===== config.mk =====
export PLATFORM = sky130hd
export DESIGN_NAME = biu_ahb_bridge
export DESIGN_NICKNAME = d
export VERILOG_FILES = /design/src/design/biu_ahb_pkg.sv /design/src/design/biu_ahb_bridge.sv
export SDC_FILE = /design/constraint.sdc
export NUM_CORES = 1
export LEC_CHECK = 0
export ABC_AREA = 1
export BUFFER_PORTS_ARGS = -buffer_cell sky130_fd_sc_hd__buf_2
export CORE_MARGIN = 2
export CORE_UTILIZATION = 35
export DETAILED_ROUTE_END_ITERATION = 16
export PLACE_DENSITY_LB_ADDON = 0.25
export SLEW_MARGIN = 0
export SYNTH_ARGS = -nofsm -noshare
export SYNTH_HDL_FRONTEND = slang
export SYNTH_SLANG_ARGS = --single-unit

===== constraint.sdc =====
create_clock -name HCLK -period 3.6 [get_ports HCLK]
set_clock_uncertainty 0.05 [all_clocks]
set_input_delay 0.36 -clock HCLK [delete_from_list [all_inputs] [get_ports HCLK]]
set_output_delay 0.36 -clock HCLK [all_outputs]
set_load 0.01 [all_outputs]

===== src/design/biu_ahb_pkg.sv =====
// widths, BIU and AHB-Lite encodings, bus structs, BIU to AHB conversion functions
`default_nettype none

package biu_ahb_pkg;

  //////////////////////////////////////////////////
  // widths and memory map
  localparam int unsigned XLEN      = 32;
  localparam int unsigned PLEN      = 32;
  localparam int unsigned MEM_WORDS = 256;      // 1 KiB slave array
  localparam logic [31:0] SLOW_BASE = 32'h400;  // one wait state per beat from here
  localparam logic [31:0] ERR_BASE  = 32'h800;  // ERROR response from here up

  typedef logic [PLEN-1:0] addr_t;
  typedef logic [XLEN-1:0] data_t;
  typedef logic [2:0]      biu_size_t;
  typedef logic [2:0]      biu_type_t;
  typedef logic [2:0]      biu_prot_t;
  typedef logic [2:0]      hsize_t;
  typedef logic [2:0]      hburst_t;
  typedef logic [3:0]      hprot_t;
  typedef logic [3:0]      beat_cnt_t;  // beats left minus one

  typedef enum logic [1:0] {
    HTRANS_IDLE   = 2'b00,
    HTRANS_BUSY   = 2'b01,
    HTRANS_NONSEQ = 2'b10,
    HTRANS_SEQ    = 2'b11
  } htrans_e;

  //////////////////////////////////////////////////
  // core side encodings
  localparam biu_size_t BIU_BYTE  = 3'b000;
  localparam biu_size_t BIU_HWORD = 3'b001;
  localparam biu_size_t BIU_WORD  = 3'b010;

  localparam biu_type_t SINGLE = 3'd0;
  localparam biu_type_t INCR   = 3'd1;
  localparam biu_type_t WRAP4  = 3'd2;
  localparam biu_type_t INCR4  = 3'd3;
  localparam biu_type_t WRAP8  = 3'd4;
  localparam biu_type_t INCR8  = 3'd5;
  localparam biu_type_t WRAP16 = 3'd6;
  localparam biu_type_t INCR16 = 3'd7;

  localparam biu_prot_t PROT_DATA       = 3'b001;  // else opcode fetch
  localparam biu_prot_t PROT_PRIVILEGED = 3'b010;
  localparam biu_prot_t PROT_CACHEABLE  = 3'b100;

  //////////////////////////////////////////////////
  // AHB-Lite encodings
  localparam hsize_t HSIZE_BYTE  = 3'b000;
  localparam hsize_t HSIZE_HWORD = 3'b001;
  localparam hsize_t HSIZE_WORD  = 3'b010;

  localparam hburst_t HBURST_SINGLE = 3'b000;
  localparam hburst_t HBURST_INCR   = 3'b001;
  localparam hburst_t HBURST_WRAP4  = 3'b010;
  localparam hburst_t HBURST_INCR4  = 3'b011;
  localparam hburst_t HBURST_WRAP8  = 3'b100;
  localparam hburst_t HBURST_INCR8  = 3'b101;
  localparam hburst_t HBURST_WRAP16 = 3'b110;
  localparam hburst_t HBURST_INCR16 = 3'b111;

  localparam hprot_t HPROT_OPCODE        = 4'b0000;
  localparam hprot_t HPROT_DATA          = 4'b0001;
  localparam hprot_t HPROT_USER          = 4'b0000;
  localparam hprot_t HPROT_PRIVILEGED    = 4'b0010;
  localparam hprot_t HPROT_NON_CACHEABLE = 4'b0000;
  localparam hprot_t HPROT_CACHEABLE     = 4'b1000;

  localparam logic HRESP_OKAY  = 1'b0;
  localparam logic HRESP_ERROR = 1'b1;

  //////////////////////////////////////////////////
  // bus structs
  typedef struct packed {
    addr_t     adr;
    biu_size_t size;
    biu_type_t btype;
    biu_prot_t prot;
    logic      lock;
    logic      we;
  } biu_req_t;

  typedef struct packed {
    logic    hsel;
    addr_t   haddr;
    logic    hwrite;
    hsize_t  hsize;
    hburst_t hburst;
    hprot_t  hprot;
    htrans_e htrans;
    logic    hmastlock;
    data_t   hwdata;
  } ahb_m2s_t;

  typedef struct packed {
    data_t hrdata;
    logic  hready;
    logic  hresp;
  } ahb_s2m_t;

  //////////////////////////////////////////////////
  // conversions
  function automatic hsize_t size_to_hsize(biu_size_t size);
    case (size)
      BIU_BYTE:  return HSIZE_BYTE;
      BIU_HWORD: return HSIZE_HWORD;
      BIU_WORD:  return HSIZE_WORD;
      default:   return HSIZE_WORD;  // nothing wider on a 32 bit bus
    endcase
  endfunction

  function automatic beat_cnt_t type_to_cnt(biu_type_t btype);
    case (btype)
      WRAP4, INCR4:   return 4'd3;
      WRAP8, INCR8:   return 4'd7;
      WRAP16, INCR16: return 4'd15;
      default:        return 4'd0;  // SINGLE, INCR as one beat
    endcase
  endfunction

  function automatic hburst_t type_to_hburst(biu_type_t btype);
    case (btype)
      SINGLE:  return HBURST_SINGLE;
      INCR:    return HBURST_INCR;
      WRAP4:   return HBURST_WRAP4;
      INCR4:   return HBURST_INCR4;
      WRAP8:   return HBURST_WRAP8;
      INCR8:   return HBURST_INCR8;
      WRAP16:  return HBURST_WRAP16;
      default: return HBURST_INCR16;
    endcase
  endfunction

  function automatic hprot_t prot_to_hprot(biu_prot_t prot);
    hprot_t hp;
    hp = |(prot & PROT_DATA) ? HPROT_DATA : HPROT_OPCODE;
    hp = hp | (|(prot & PROT_PRIVILEGED) ? HPROT_PRIVILEGED : HPROT_USER);
    hp = hp | (|(prot & PROT_CACHEABLE) ? HPROT_CACHEABLE : HPROT_NON_CACHEABLE);
    return hp;
  endfunction

  // next word address, wrap keeps the upper bits of the aligned block
  function automatic addr_t next_beat_addr(addr_t addr, hburst_t hburst);
    addr_t nxt;
    nxt = (addr + addr_t'(4)) & ~addr_t'(3);
    case (hburst)
      HBURST_WRAP4:  nxt = {addr[PLEN-1:4], nxt[3:0]};  // 16 byte block
      HBURST_WRAP8:  nxt = {addr[PLEN-1:5], nxt[4:0]};  // 32 byte block
      HBURST_WRAP16: nxt = {addr[PLEN-1:6], nxt[5:0]};  // 64 byte block
      default: ;
    endcase
    return nxt;
  endfunction

endpackage

`default_nettype wire

===== src/design/biu_ahb_bridge.sv =====
// BIU to AHB-Lite master bridge: burst counter, address sequencer, error abort, data pipeline
`timescale 1ns/1ps
`default_nettype none

module biu_ahb_bridge (
  input  wire logic                  HCLK,
  input  wire logic                  HRESETn,

  // core side
  input  wire logic                  biu_stb_i,      // request, held until stb_ack
  input  wire biu_ahb_pkg::biu_req_t biu_req_i,
  input  wire biu_ahb_pkg::data_t    biu_d_i,        // write data, valid in d_ack cycle
  output logic                       biu_stb_ack_o,  // request taken
  output logic                       biu_d_ack_o,    // beat address phase on the bus
  output logic                       biu_ack_o,      // beat data phase done
  output logic                       biu_err_o,      // error pulse
  output biu_ahb_pkg::addr_t         biu_adro_o,     // address of the acked beat
  output biu_ahb_pkg::data_t         biu_q_o,        // read data, valid with ack

  // AHB-Lite side
  output biu_ahb_pkg::ahb_m2s_t      ahb_o,
  input  wire biu_ahb_pkg::ahb_s2m_t ahb_i
);

  import biu_ahb_pkg::*;

  //////////////////////////////////////////////////
  // signals

  beat_cnt_t burst_cnt;    // beats left after the one on the bus
  logic      burst_done;
  logic      step;         // issue next SEQ beat
  logic      abort;        // first cycle of an ERROR response
  logic      data_ena;     // address phase on bus belongs to a beat
  logic      data_ena_d;   // data phase on bus belongs to a beat

  // address phase
  logic      hsel_q;
  htrans_e   htrans_q;
  logic      hmastlock_q;
  addr_t     haddr_q;
  logic      hwrite_q;
  hsize_t    hsize_q;
  hburst_t   hburst_q;
  hprot_t    hprot_q;

  // data phase
  data_t     hwdata_q;

  assign burst_done = (burst_cnt == '0);
  assign step       = ahb_i.hready && !burst_done;
  assign abort      = !ahb_i.hready && (ahb_i.hresp == HRESP_ERROR);

  // new request only between bursts, not in the err pulse cycle
  assign biu_stb_ack_o = ahb_i.hready & burst_done & biu_stb_i & ~biu_err_o;

  //////////////////////////////////////////////////
  // burst sequencer

  always_ff @(posedge HCLK, negedge HRESETn) begin
    if (!HRESETn) begin
      burst_cnt   <= '0;
      data_ena    <= 1'b0;
      data_ena_d  <= 1'b0;
      hsel_q      <= 1'b0;
      htrans_q    <= HTRANS_IDLE;
      hmastlock_q <= 1'b0;
      biu_err_o   <= 1'b0;
    end else begin
      biu_err_o <= abort;  // reported in the 2nd error cycle

      if (abort) begin
        // drop the rest of the burst, IDLE in the 2nd error cycle
        burst_cnt  <= '0;
        data_ena   <= 1'b0;
        data_ena_d <= 1'b0;  // failed beat never acked
        hsel_q     <= 1'b0;
        htrans_q   <= HTRANS_IDLE;
      end else if (ahb_i.hready) begin
        data_ena_d <= data_ena;  // address phase moves into data phase

        if (biu_stb_ack_o) begin
          burst_cnt   <= type_to_cnt(biu_req_i.btype);
          data_ena    <= 1'b1;
          hsel_q      <= 1'b1;
          htrans_q    <= HTRANS_NONSEQ;  // first beat
          hmastlock_q <= biu_req_i.lock;
        end else if (step) begin
          burst_cnt <= burst_cnt - beat_cnt_t'(1);
          data_ena  <= 1'b1;
          htrans_q  <= HTRANS_SEQ;
        end else begin
          data_ena    <= 1'b0;
          hsel_q      <= 1'b0;
          htrans_q    <= HTRANS_IDLE;
          hmastlock_q <= biu_req_i.lock;  // lock follows the core when idle
        end
      end
    end
  end

  // address and attributes of the beat, payload only
  always_ff @(posedge HCLK) begin
    if (biu_stb_ack_o) begin
      haddr_q  <= biu_req_i.adr;
      hwrite_q <= biu_req_i.we;
      hsize_q  <= size_to_hsize(biu_req_i.size);
      hburst_q <= type_to_hburst(biu_req_i.btype);
      hprot_q  <= prot_to_hprot(biu_req_i.prot);
    end else if (step) begin
      haddr_q  <= next_beat_addr(haddr_q, hburst_q);  // incr or wrap
    end
  end

  //////////////////////////////////////////////////
  // data side

  // per beat handshakes, both only on hready
  assign biu_d_ack_o = ahb_i.hready & data_ena;
  assign biu_ack_o   = ahb_i.hready & data_ena_d;

  // write data and beat address move with the address phase
  always_ff @(posedge HCLK) begin
    if (biu_d_ack_o) begin
      hwdata_q   <= biu_d_i;   // held through wait states
      biu_adro_o <= haddr_q;
    end
  end

  assign biu_q_o = ahb_i.hrdata;

  //////////////////////////////////////////////////
  // bus outputs

  assign ahb_o = '{
    hsel:      hsel_q,
    haddr:     haddr_q,
    hwrite:    hwrite_q,
    hsize:     hsize_q,
    hburst:    hburst_q,
    hprot:     hprot_q,
    htrans:    htrans_q,
    hmastlock: hmastlock_q,
    hwdata:    hwdata_q
  };

endmodule

`default_nettype wire


==> results.ini, run 1 <==
[grt]
gr-usage-all-layers_pct=16.44
grt_max_degree=38
first_global_vias=3788
grt_pass1_wl_mm=19.99
antenna_found_initial=0
overflow=0

[worst_setup_path]
critPathMaxStageDelay_ps=470
start_kind=register
reg2reg_slack_ps=1330
timing.rr.end=hsize_q[0]
cp.arrival_ps=2260
worstPathRequired_ps=3190
endpoint_kind=output port
crit_family=buffers and inverters
r2r-start=burst_cnt[0]
cp_num_buf_inv=5
crit_top_cell=inv_2
cp_max_fo=37
cp_cell_sequence=inv_1, ha_1, nand2_1, inv_2, nand3_4, buf_4, inv_2, buf_2
cp_slowest_cell=inv_2
critPathKind=register to output port
rr_worst_depth=8

[status]
status=finished, final reports clean

[floorplanning]
fp.coreArea_sq_um=14590
die_w_um=126.6
dieArea_sq_um=16040
rows=44
initial_core_util_pct=36.08
io_pins=259
dieHeight_um=126.6

[timing]
fin_tns_setup_ps=0
maxSlewViolCount=0
holdWs_ps=72.50
relSlewSlack_pct=50.64
hold_violations=0
period_minus_slack_ps=2670
finalCritPeriodShare_pct=74.17
fmax_mhz=374.5
rsz0062_at_grt=false
worstMarginPinSlew_ps=739.4
setup_viol=0

[hold_path]
min_path_type=input pin to register
hold_depth=1
worstHoldStart=biu_req_i[3]
holdPathEnd=hprot_q[1]

[run]
maxCapViolCount=0

[cts]
cts-root-buf=clkbuf_16
cts.sinks=116
cts_inserted_buffers=17
tritoncts=built
h-tree-depth=4
cts_setup_buffers=0
cts_buffer_depth=2
worstSkewPairLatency_ps=410
path_clk_slew_ps=60

[yosys]
yosysSeqAreaShare_pct=65.13
synth_seq_cells=116
synth_area_per_cell_sq_um=10.68
ys_warn_count=0
syn_area_sq_um=5264
synthDistinctLibCells=30
syn_inst=493

[cells_and_area]
final_nets=780
diodes=0
final_cell_mix=192 x buf_2, 155 x nand2_1, 105 x edfxtp_1
layout_commonest_cell=buf_2
area_growth_syn_to_layout_pct=28.52
drive_gt1_share_pct=36.73
stdcell_area_sq_um=6765
fin_util_pct=46.37

[placement]
placement.cell_area_sq_um=6171
gp_congestion=0.9061
port_buffers=192
dp_hpwl_mm=10.08

[routing]
vias=3924
drt-initial-drc-count=182
drc=0
firstDrtPassIters=4
ant_nets=0
wl_per_cell_um=15.42
wl_met2_mm=6.213
vias_per_cell=4.552
wl_mm=13.29
top_layer=met4
met1_length_mm=5.317
wl_met3_mm=1.240

[power_and_ir_drop]
vdd_drop_max_mv=0.3185
power_leakage_nw=2.995
p_per_area_nw_per_um2=714.3

[where the power goes]
group | internal, mW | leakage, nW | switching, mW
combinational | 0.408 | 1.60 | 0.678
sequential | 1.89 | 1.12 | 0.219
clock | 1.02 | 0.269 | 0.618
[through the flow]
step                setup WS, ps  cells  power, mW
floorplan                  288.4    494      2.803
global placement            1347    829      3.211
detailed placement          1297    829      3.245
CTS                        868.1    862      4.909
global route               719.9    862      5.113
finish                     930.0    862      4.832
[per-layer routing]
layer  track usage, %  vias up
met4            8.856        0
met3            5.525       61
met5                0        -
met1            19.56     1762
met2            26.36      174
li1                 -     1927
[how the worst max path moves through the flow]
stage,endpoint,cells past startpoint,start
2_1_floorplan,haddr_q[10],7,burst_cnt[0]
3_3_place_gp,hsize_q[0],8,burst_cnt[0]
3_5_place_dp,hsize_q[0],8,burst_cnt[0]
4_1_cts,biu_stb_ack_o,8,burst_cnt[0]
5_1_grt,biu_stb_ack_o,8,burst_cnt[0]
6_report,biu_stb_ack_o,8,burst_cnt[0]
[state kept, by name (all words and copies together) (netlist names)]
signal,flops
burst_cnt,4
hwdata_q,32
htrans_q,2
biu_adro_o,32
data_ena,1
haddr_q,32
hsel_q,1
hwrite_q,1
hprot_q,3
hsize_q,2
biu_err_o,1
data_ena_d,1
hmastlock_q,1
hburst_q,3
[synthesized netlist by cell type]
master,count,area share (%)
nand2_1,155,11
edfxtp_1,105,60
nor2_1,48,3.4
buf_4,37,5.3
inv_1,37,2.6
nand3_1,25,2.4
o21ai_0,15,1.4
dfrtp_1,11,5.2
xor2_1,11,1.8
buf_2,5,0.48
nor2_2,4,0.48
nor2_4,4,0.86
a31oi_1,3,0.36
clkbuf_1,3,0.21
ha_1,3,0.71
inv_2,3,0.21
nand2_2,3,0.36
nand3b_1,3,0.43
o21ai_1,3,0.29
xnor2_1,3,0.50
buf_6,2,0.43
o21bai_1,2,0.29
a21oi_1,1,0.095
and2_1,1,0.12
conb_1,1,0.071
mux2_2,1,0.21
nand2_4,1,0.21
nand3_4,1,0.33
nor3_1,1,0.095
or2_2,1,0.12
[worst register-to-register path: cells and delay by family (launching register included)]
kind | cells | cell delay (ps)
and+or+nand+nor | 2 | 110
buffers and inverters | 5 | 1260
adders and majority gates | 1 | 160
DFF | 1 | 390
[final cells by class]
type	count	area, sq um
Fill cell	1394	7824
Timing Repair Buffer	199	1016
Sequential cell	116	3428
Tap cell	184	230.2
Clock inverter	15	158.9
Multi-Input combinational cell	291	1356
Clock buffer	17	425.4
Inverter	40	150.1
[kinds of logic (layout without fill, tap and decap cells)]
logic type	Yosys count	in the layout	synth area share, %
flip-flops	116	116	65.13
adder cells (fa/ha/maj)	3	3	0.7132
buffers and inverters	87	271	9.246
XOR/XNOR	14	14	2.329
multiplexers	1	1	0.2139
AND/OR/NAND/NOR	247	247	19.85
other	1	2	0.07124
AO/OA/AOI/OAI	24	24	2.448
[what timing repair did]
item,in CTS,in global routing
hold buffers,1,0
resized for setup,0,0
endpoints found under the hold margin,11,0
No activity file was read; power rests on OpenSTA's default activity.
==> run 2, diff against run 1 <==
- clock period: 3.6 -> 2.46 ns (I/O delays scaled with it)
==> run 2 against run 1 <==
Sequential cell count stayed put. First-iteration DRC count is 23% higher. Final cell count is 5.2% higher. Critical path depth stayed put. Via count is 5.1% higher. Sequential share of layout area is 3.0 points lower. Die area stayed put. Register-to-register slack worse by 860 ps. Worst hold slack worse by 33 ps. Utilization is 2.9 points higher. Wire length is 2.3% higher.
==> results.ini, run 2 (synthesized netlist as in run 1, its figures left out) <==
[worst_setup_path]
reg2reg_slack_ps=470  ; -860 ps
worstPathRequired_ps=2160  ; -1030 ps
start_kind=register
endpoint_kind=output port
cp.arrival_ps=2020  ; -240 ps
cp_max_fo=16  ; -57%
critPathKind=register to output port

[routing]
drc=0  ; unchanged
firstDrtPassIters=4  ; unchanged
vias_per_cell=4.549  ; about the same
ant_nets=0  ; unchanged
wl_mm=13.59  ; +2.3%
vias=4126  ; +5.1%
wl_per_cell_um=14.99  ; -2.8%
drt-initial-drc-count=223  ; +23%

[hold_path]
min_path_type=input pin to register

[cells_and_area]
layout_commonest_cell=buf_2
area_growth_syn_to_layout_pct=36.58
drive_gt1_share_pct=34.99  ; -1.7 points
fillers=1309  ; -6.1%
diodes=0  ; unchanged
instances_no_fill=907  ; +5.2%
fin_util_pct=49.28  ; +2.9 points
stdcell_area_sq_um=7189  ; +6.3%
final_nets=825  ; +5.8%
reg.largest.list=biu_adro_o: 32 flops, haddr_q: 32 flops, hwdata_q: 32 flops
final_cell_mix=192 x buf_2, 155 x nand2_1, 105 x edfxtp_1

[cts]
cts.sinks=116  ; unchanged
h-tree-depth=4  ; unchanged
cts_inserted_buffers=17  ; unchanged
cts-root-buf=clkbuf_16
worstSkewPairLatency_ps=410  ; about the same
cts_buffer_depth=2  ; unchanged
tritoncts=built
path_clk_slew_ps=60  ; about the same

[grt]
antenna_found_initial=0  ; unchanged
gr-usage-all-layers_pct=16.74  ; +0.30 points
grt_max_degree=27  ; -29%
grt_pass1_wl_mm=20.36  ; +1.9%
overflow=0  ; unchanged
first_global_vias=3904  ; +3.1%

[floorplanning]
die_w_um=126.6  ; unchanged
dieHeight_um=126.6  ; unchanged
rows=44  ; unchanged
io_pins=259  ; unchanged
dieArea_sq_um=16040  ; unchanged
initial_core_util_pct=36.08  ; unchanged
fp.coreArea_sq_um=14590  ; unchanged

[power_and_ir_drop]
finalPower_mw=7.006  ; +45%
power_leakage_nw=3.182  ; +6.2%
p_per_area_nw_per_um2=974.5  ; +36%
vdd_drop_max_mv=0.4551  ; +43%

[timing]
hold_violations=0  ; unchanged
fmax_mhz=432.2
rsz0062_at_grt=false
setup_viol=0  ; unchanged
finalCritPeriodShare_pct=94.06
holdWs_ps=39.52  ; -32.98 ps
setup_slack_ps=146.2  ; -783.8 ps
worstMarginPinSlew_ps=625.3  ; -114.1 ps
period_minus_slack_ps=2314
relSlewSlack_pct=58.25  ; +7.6 points
fin_tns_setup_ps=0  ; unchanged
maxSlewViolCount=0  ; unchanged

[status]
status=finished, final reports clean

[placement]
placement.cell_area_sq_um=6241  ; +1.1%
dp_slack_ps=450.5  ; -846.1 ps
gp_congestion=0.9092  ; +0.34%
dp.cells=835  ; +0.72%
dp_hpwl_mm=10.17  ; +0.81%
port_buffers=192  ; unchanged

[run]
maxCapViolCount=0  ; unchanged

==> run 2: cell types whose count changed in the layout (fill, tap and decap cells not counted), sizes merged <==
cell and delta:
buf +6, bufinv -1, clkinv +3, clkinvlp -1
dlygate4sd3 +39, inv -1
==> run 2: path summary, 6_finish.rpt <==
kind / from / to / depth (start not counted)
min reg2reg: haddr_q[1] / biu_adro_o[1] / 0
max: burst_cnt[0] / biu_stb_ack_o / 8
max in group asynchronous: HRESETn / hsel_q / 2
max reg2reg: burst_cnt[0] / haddr_q[17] / 8
min: biu_req_i[7] / hburst_q[2] / 1
min in group asynchronous: HRESETn / data_ena_d / 2
==> run 2: worst max-delay path: stages, from the launching register on <==
cell,delay [ps]
dfrtp_1,400
inv_1,120
ha_1,160
nand2_1,70
inv_2,90
nand3_4,200
inv_6,210
buf_4,200
buf_2,150
==> run 2: timing repair <==
action / in CTS / in global routing
gates cloned: 0 / 0
endpoints found under the hold margin: 50 / 0
setup endpoints to repair: 1 / 1
buffers inserted: 0 / 0
hold buffers: 40 / 0
resized for setup: 1 / 1
pin swaps: 0 / 0
==> run 2: routing by layer <==
metal / wire, um / global-route usage [%] / vias up
met5: 0 / 0 / -
met4: 481 / 9.696 / 0
met3: 1225 / 5.399 / 49
met2: 6461 / 26.83 / 190
met1: 5424 / 19.79 / 1867
li1: - / - / 2020
==> run 2: layout make-up <==
cell class	count	area [sq um]	area share, %
Sequential cell	116	3428	47.69
Timing Repair Buffer	244	1476	20.54
Multi-Input combinational cell	291	1356	18.87
Clock buffer	17	425.4	5.917
Tap cell	184	230.2	3.202
Inverter	40	155.1	2.158
Clock inverter	15	117.6	1.636
==> run 2: power breakdown <==
| group | leakage [nW] | internal, mW | switching, mW |
|---|---|---|---|
| Sequential | 1.12 | 2.76 | 0.320 |
| Combinational | 1.80 | 0.678 | 1.00 |
| Clock | 0.257 | 1.37 | 0.874 |
==> run 3, diff against run 2 <==
- ABC_AREA: 1 -> 0
- CORE_UTILIZATION: 35 -> 45
- PLACE_DENSITY: unset -> 0.84
- PLACE_DENSITY_LB_ADDON: 0.25 -> unset
==> run 3 against run 2 <==
Critical path depth fell by 1. Global-route usage increased by 7.6 points. Combinational power is 13% lower. Register-to-register slack worse by 180 ps. Wire length is 6.7% higher. Via count down 3.4%. Non-clock buffer count rose by 29. Synthesized cell count decreased by 25%. Final area shrank 0.75%.
==> results.ini, run 3 <==
[status]
status=finished, final reports clean

[worst_setup_path]
cp_max_fo=7  ; -9
critPathKind=register to output port
critPathMaxStageDelay_ps=400  ; about the same
start_kind=register
cp_cell_sequence=inv_1, ha_1, nor3b_2, nand3_2, inv_4, buf_4, buf_2
reg2reg_slack_ps=290  ; -180 ps
cp_num_buf_inv=4  ; -1
worstPathRequired_ps=2160  ; about the same
timing.rr.end=haddr_q[26]
cp_slowest_cell=dfrtp_1
endpoint_kind=output port
cp.arrival_ps=2000  ; -20 ps
rr_worst_depth=5  ; -3
crit_family=buffers and inverters
r2r-start=haddr_q[11]

[yosys]
synth_edf_count=105  ; unchanged
synthTopCellsByCount=105 x edfxtp_1, 48 x nand2_1, 37 x buf_4
yosysSeqAreaShare_pct=69.83  ; +4.7 points
synth_seq_cells=116  ; unchanged
synth_area_per_cell_sq_um=13.34  ; +25%
synth_top_area_share_pct=64.22  ; +4.3 points
yosys.area.top_type=edfxtp_1
async_flop_share_pct=9.483  ; unchanged
syn_inst=368  ; -25%
synthFlopType=edfxtp_1
synthDistinctLibCells=38  ; +27%
ys_warn_count=0  ; unchanged
synthTopCellsByArea=edfxtp_1 64%, buf_4 5.7%, dfrtp_1 5.6%, nand2_1 3.7%, o21ai_0 3.2%
syn_area_sq_um=4910  ; -6.7%
post-synth-top-count-cell=edfxtp_1

[cells_and_area]
stdcell_area_sq_um=7136  ; -0.75%
final_cell_mix=192 x buf_2, 105 x edfxtp_1, 71 x dlygate4sd3_1
area_growth_syn_to_layout_pct=45.34
diodes=0  ; unchanged
multiInputGateArea_sq_um=1136  ; -16%
fillers=719  ; -45%
drive_gt1_share_pct=38.62  ; +3.6 points
final_nets=727  ; -12%
reg.largest.list=biu_adro_o: 32 flops, haddr_q: 32 flops, hwdata_q: 32 flops
layout_commonest_cell=buf_2
regArea_sq_um=3428  ; unchanged

[routing]
top_layer=met4
met1_length_mm=4.873  ; -10%
wl_met3_mm=1.266  ; +3.3%
firstDrtPassIters=5  ; +1
ant_nets=0  ; unchanged
wl_met2_mm=7.540  ; +17%
drt-initial-drc-count=300  ; +35%
vias_per_cell=5.216  ; +15%
wl_per_cell_um=18.99  ; +27%
wl_mm=14.51  ; +6.7%
drc=0  ; unchanged
vias=3985  ; -3.4%

[floorplanning]
dieArea_sq_um=11760  ; -27%
fp.coreArea_sq_um=10750  ; -26%
initial_core_util_pct=45.69  ; +9.6 points
io_pins=259  ; unchanged
dieHeight_um=108.5  ; -14%
die_w_um=108.5  ; -14%
rows=38  ; -14%

[placement]
port_buffers=192  ; unchanged
gp_congestion=0.8291  ; -8.8%
dp_hpwl_mm=9.122  ; -10%
placement.cell_area_sq_um=5828  ; -6.6%

[hold_path]
min_path_type=input pin to register
worstHoldStart=biu_req_i[31]
hold_depth=3  ; +2
holdPathEnd=haddr_q[20]

[timing]
hold_violations=0  ; unchanged
rsz0062_at_grt=false
period_minus_slack_ps=2291  ; -22.58 ps
worstMarginPinSlew_ps=573.0  ; -52.30 ps
relSlewSlack_pct=61.80  ; +3.5 points
maxSlewViolCount=0  ; unchanged
setup_viol=0  ; unchanged
fmax_mhz=436.5  ; +0.99%
finalCritPeriodShare_pct=93.14  ; -0.92 points
fin_tns_setup_ps=0  ; unchanged

[cts]
cts_inserted_buffers=17  ; unchanged
cts-root-buf=clkbuf_8
tritoncts=built
worstSkewPairLatency_ps=510  ; +100 ps
cts_buffer_depth=2  ; unchanged
h-tree-depth=4  ; unchanged
path_clk_slew_ps=50  ; about the same
cts.sinks=116  ; unchanged

[power_and_ir_drop]
p_per_area_nw_per_um2=969.6  ; -0.50%
power_leakage_nw=2.940  ; -7.6%
p_comb_share_pct=21.2  ; -2.8 points
p_int_mw=4.931  ; +2.5%
seqPwrFrac_pct=43.5  ; -0.5 points
vdd_drop_max_mv=0.5049  ; +11%
switching_share_pct=28.72  ; -2.6 points
p_switching_mw=1.987  ; -9.5%
power_frac_clock_pct=35.3  ; +3.3 points

[grt]
grt_pass1_wl_mm=21.17  ; +4.0%
antenna_found_initial=0  ; unchanged
grt_max_degree=56  ; +110%
overflow=0  ; unchanged
first_global_vias=3999  ; +2.4%
gr-usage-all-layers_pct=24.37  ; +7.6 points

[run]
maxCapViolCount=0  ; unchanged

[run 3: area by class of cell]
class                           count  area share (%)
Clock buffer                       19           5.909
Tap cell                          140           2.455
Inverter                           10          0.5611
Multi-Input combinational cell    194           15.92
Clock inverter                     12           2.280
Sequential cell                   116           48.04
Timing Repair Buffer              273           24.83
[run 3: worst max-delay path by stage]
stage | start | to | slack, ps | cells past startpoint
CTS | burst_cnt[0] | biu_stb_ack_o | 90 | 7
detailed placement | burst_cnt[0] | haddr_q[13] | 340 | 7
floorplan | burst_cnt[0] | haddr_q[10] | 340 | 5
finish | burst_cnt[0] | biu_stb_ack_o | 170 | 7
global placement | burst_cnt[0] | haddr_q[13] | 480 | 7
global route | burst_cnt[0] | biu_stb_ack_o | 60 | 7
[run 3: logic make-up (layout without fill, tap and decap cells)]
kind of cell,Yosys count,count (layout),synth area share [%]
simple gates,118,118,12.18
flops,116,116,69.83
mux,2,2,0.4587
xor+xnor,25,25,4.460
compound gates,44,44,4.817
buf+inv,59,314,7.416
fa+ha+maj,3,3,0.7646
other cells,1,2,0.07638
[run 3: routing by layer]
metal | global-route usage (%) | vias to the layer above
met1 | 24.73 | 1872
met4 | 15.93 | 0
met3 | 6.751 | 83
li1 | - | 1778
met5 | 0 | -
met2 | 43.57 | 252
[run 3: repair_timing]
item                       CTS  global route
hold endpoints to repair    82             0
buffers inserted             0             0
hold buffers                71             0
cloned                       0             0
setup endpoints to repair    1             1
pin swaps                    0             0
resized for setup            1             2
[run 3: per-stage QoR]
stage	hold WS (ps)	worst slack (ps)	power, mW	std cells	utilization (%)
2_1_floorplan	-99.59	343.1	3.771	369	-
3_3_place_gp	68.37	475.7	4.297	662	54.24
3_5_place_dp	75.92	337.8	4.370	662	54.24
4_1_cts	0.8633	94.98	6.884	764	66.34
5_1_grt	6.997	62.41	7.195	764	66.41
6_report	9.168	168.8	6.919	764	66.41
[run 3: power by group through the flow]
stage / Clock (mW) / Sequential, mW / Combinational [mW]
2_1_floorplan: 0 / 3.11 / 0.663
3_3_place_gp: 0 / 3.01 / 1.29
3_5_place_dp: 0 / 3.03 / 1.34
4_1_cts: 2.44 / 3.00 / 1.44
5_1_grt: 2.54 / 3.06 / 1.60
6_report: 2.44 / 3.01 / 1.47
[run 3: worst reg2reg max path, delay by kind of cell (launching register included)]
| family | cells | cell delay (ps) |
|---|---|---|
| AOI/OAI and AO/OA | 1 | 260 |
| DFF | 1 | 470 |
| and+or+nand+nor | 4 | 1220 |
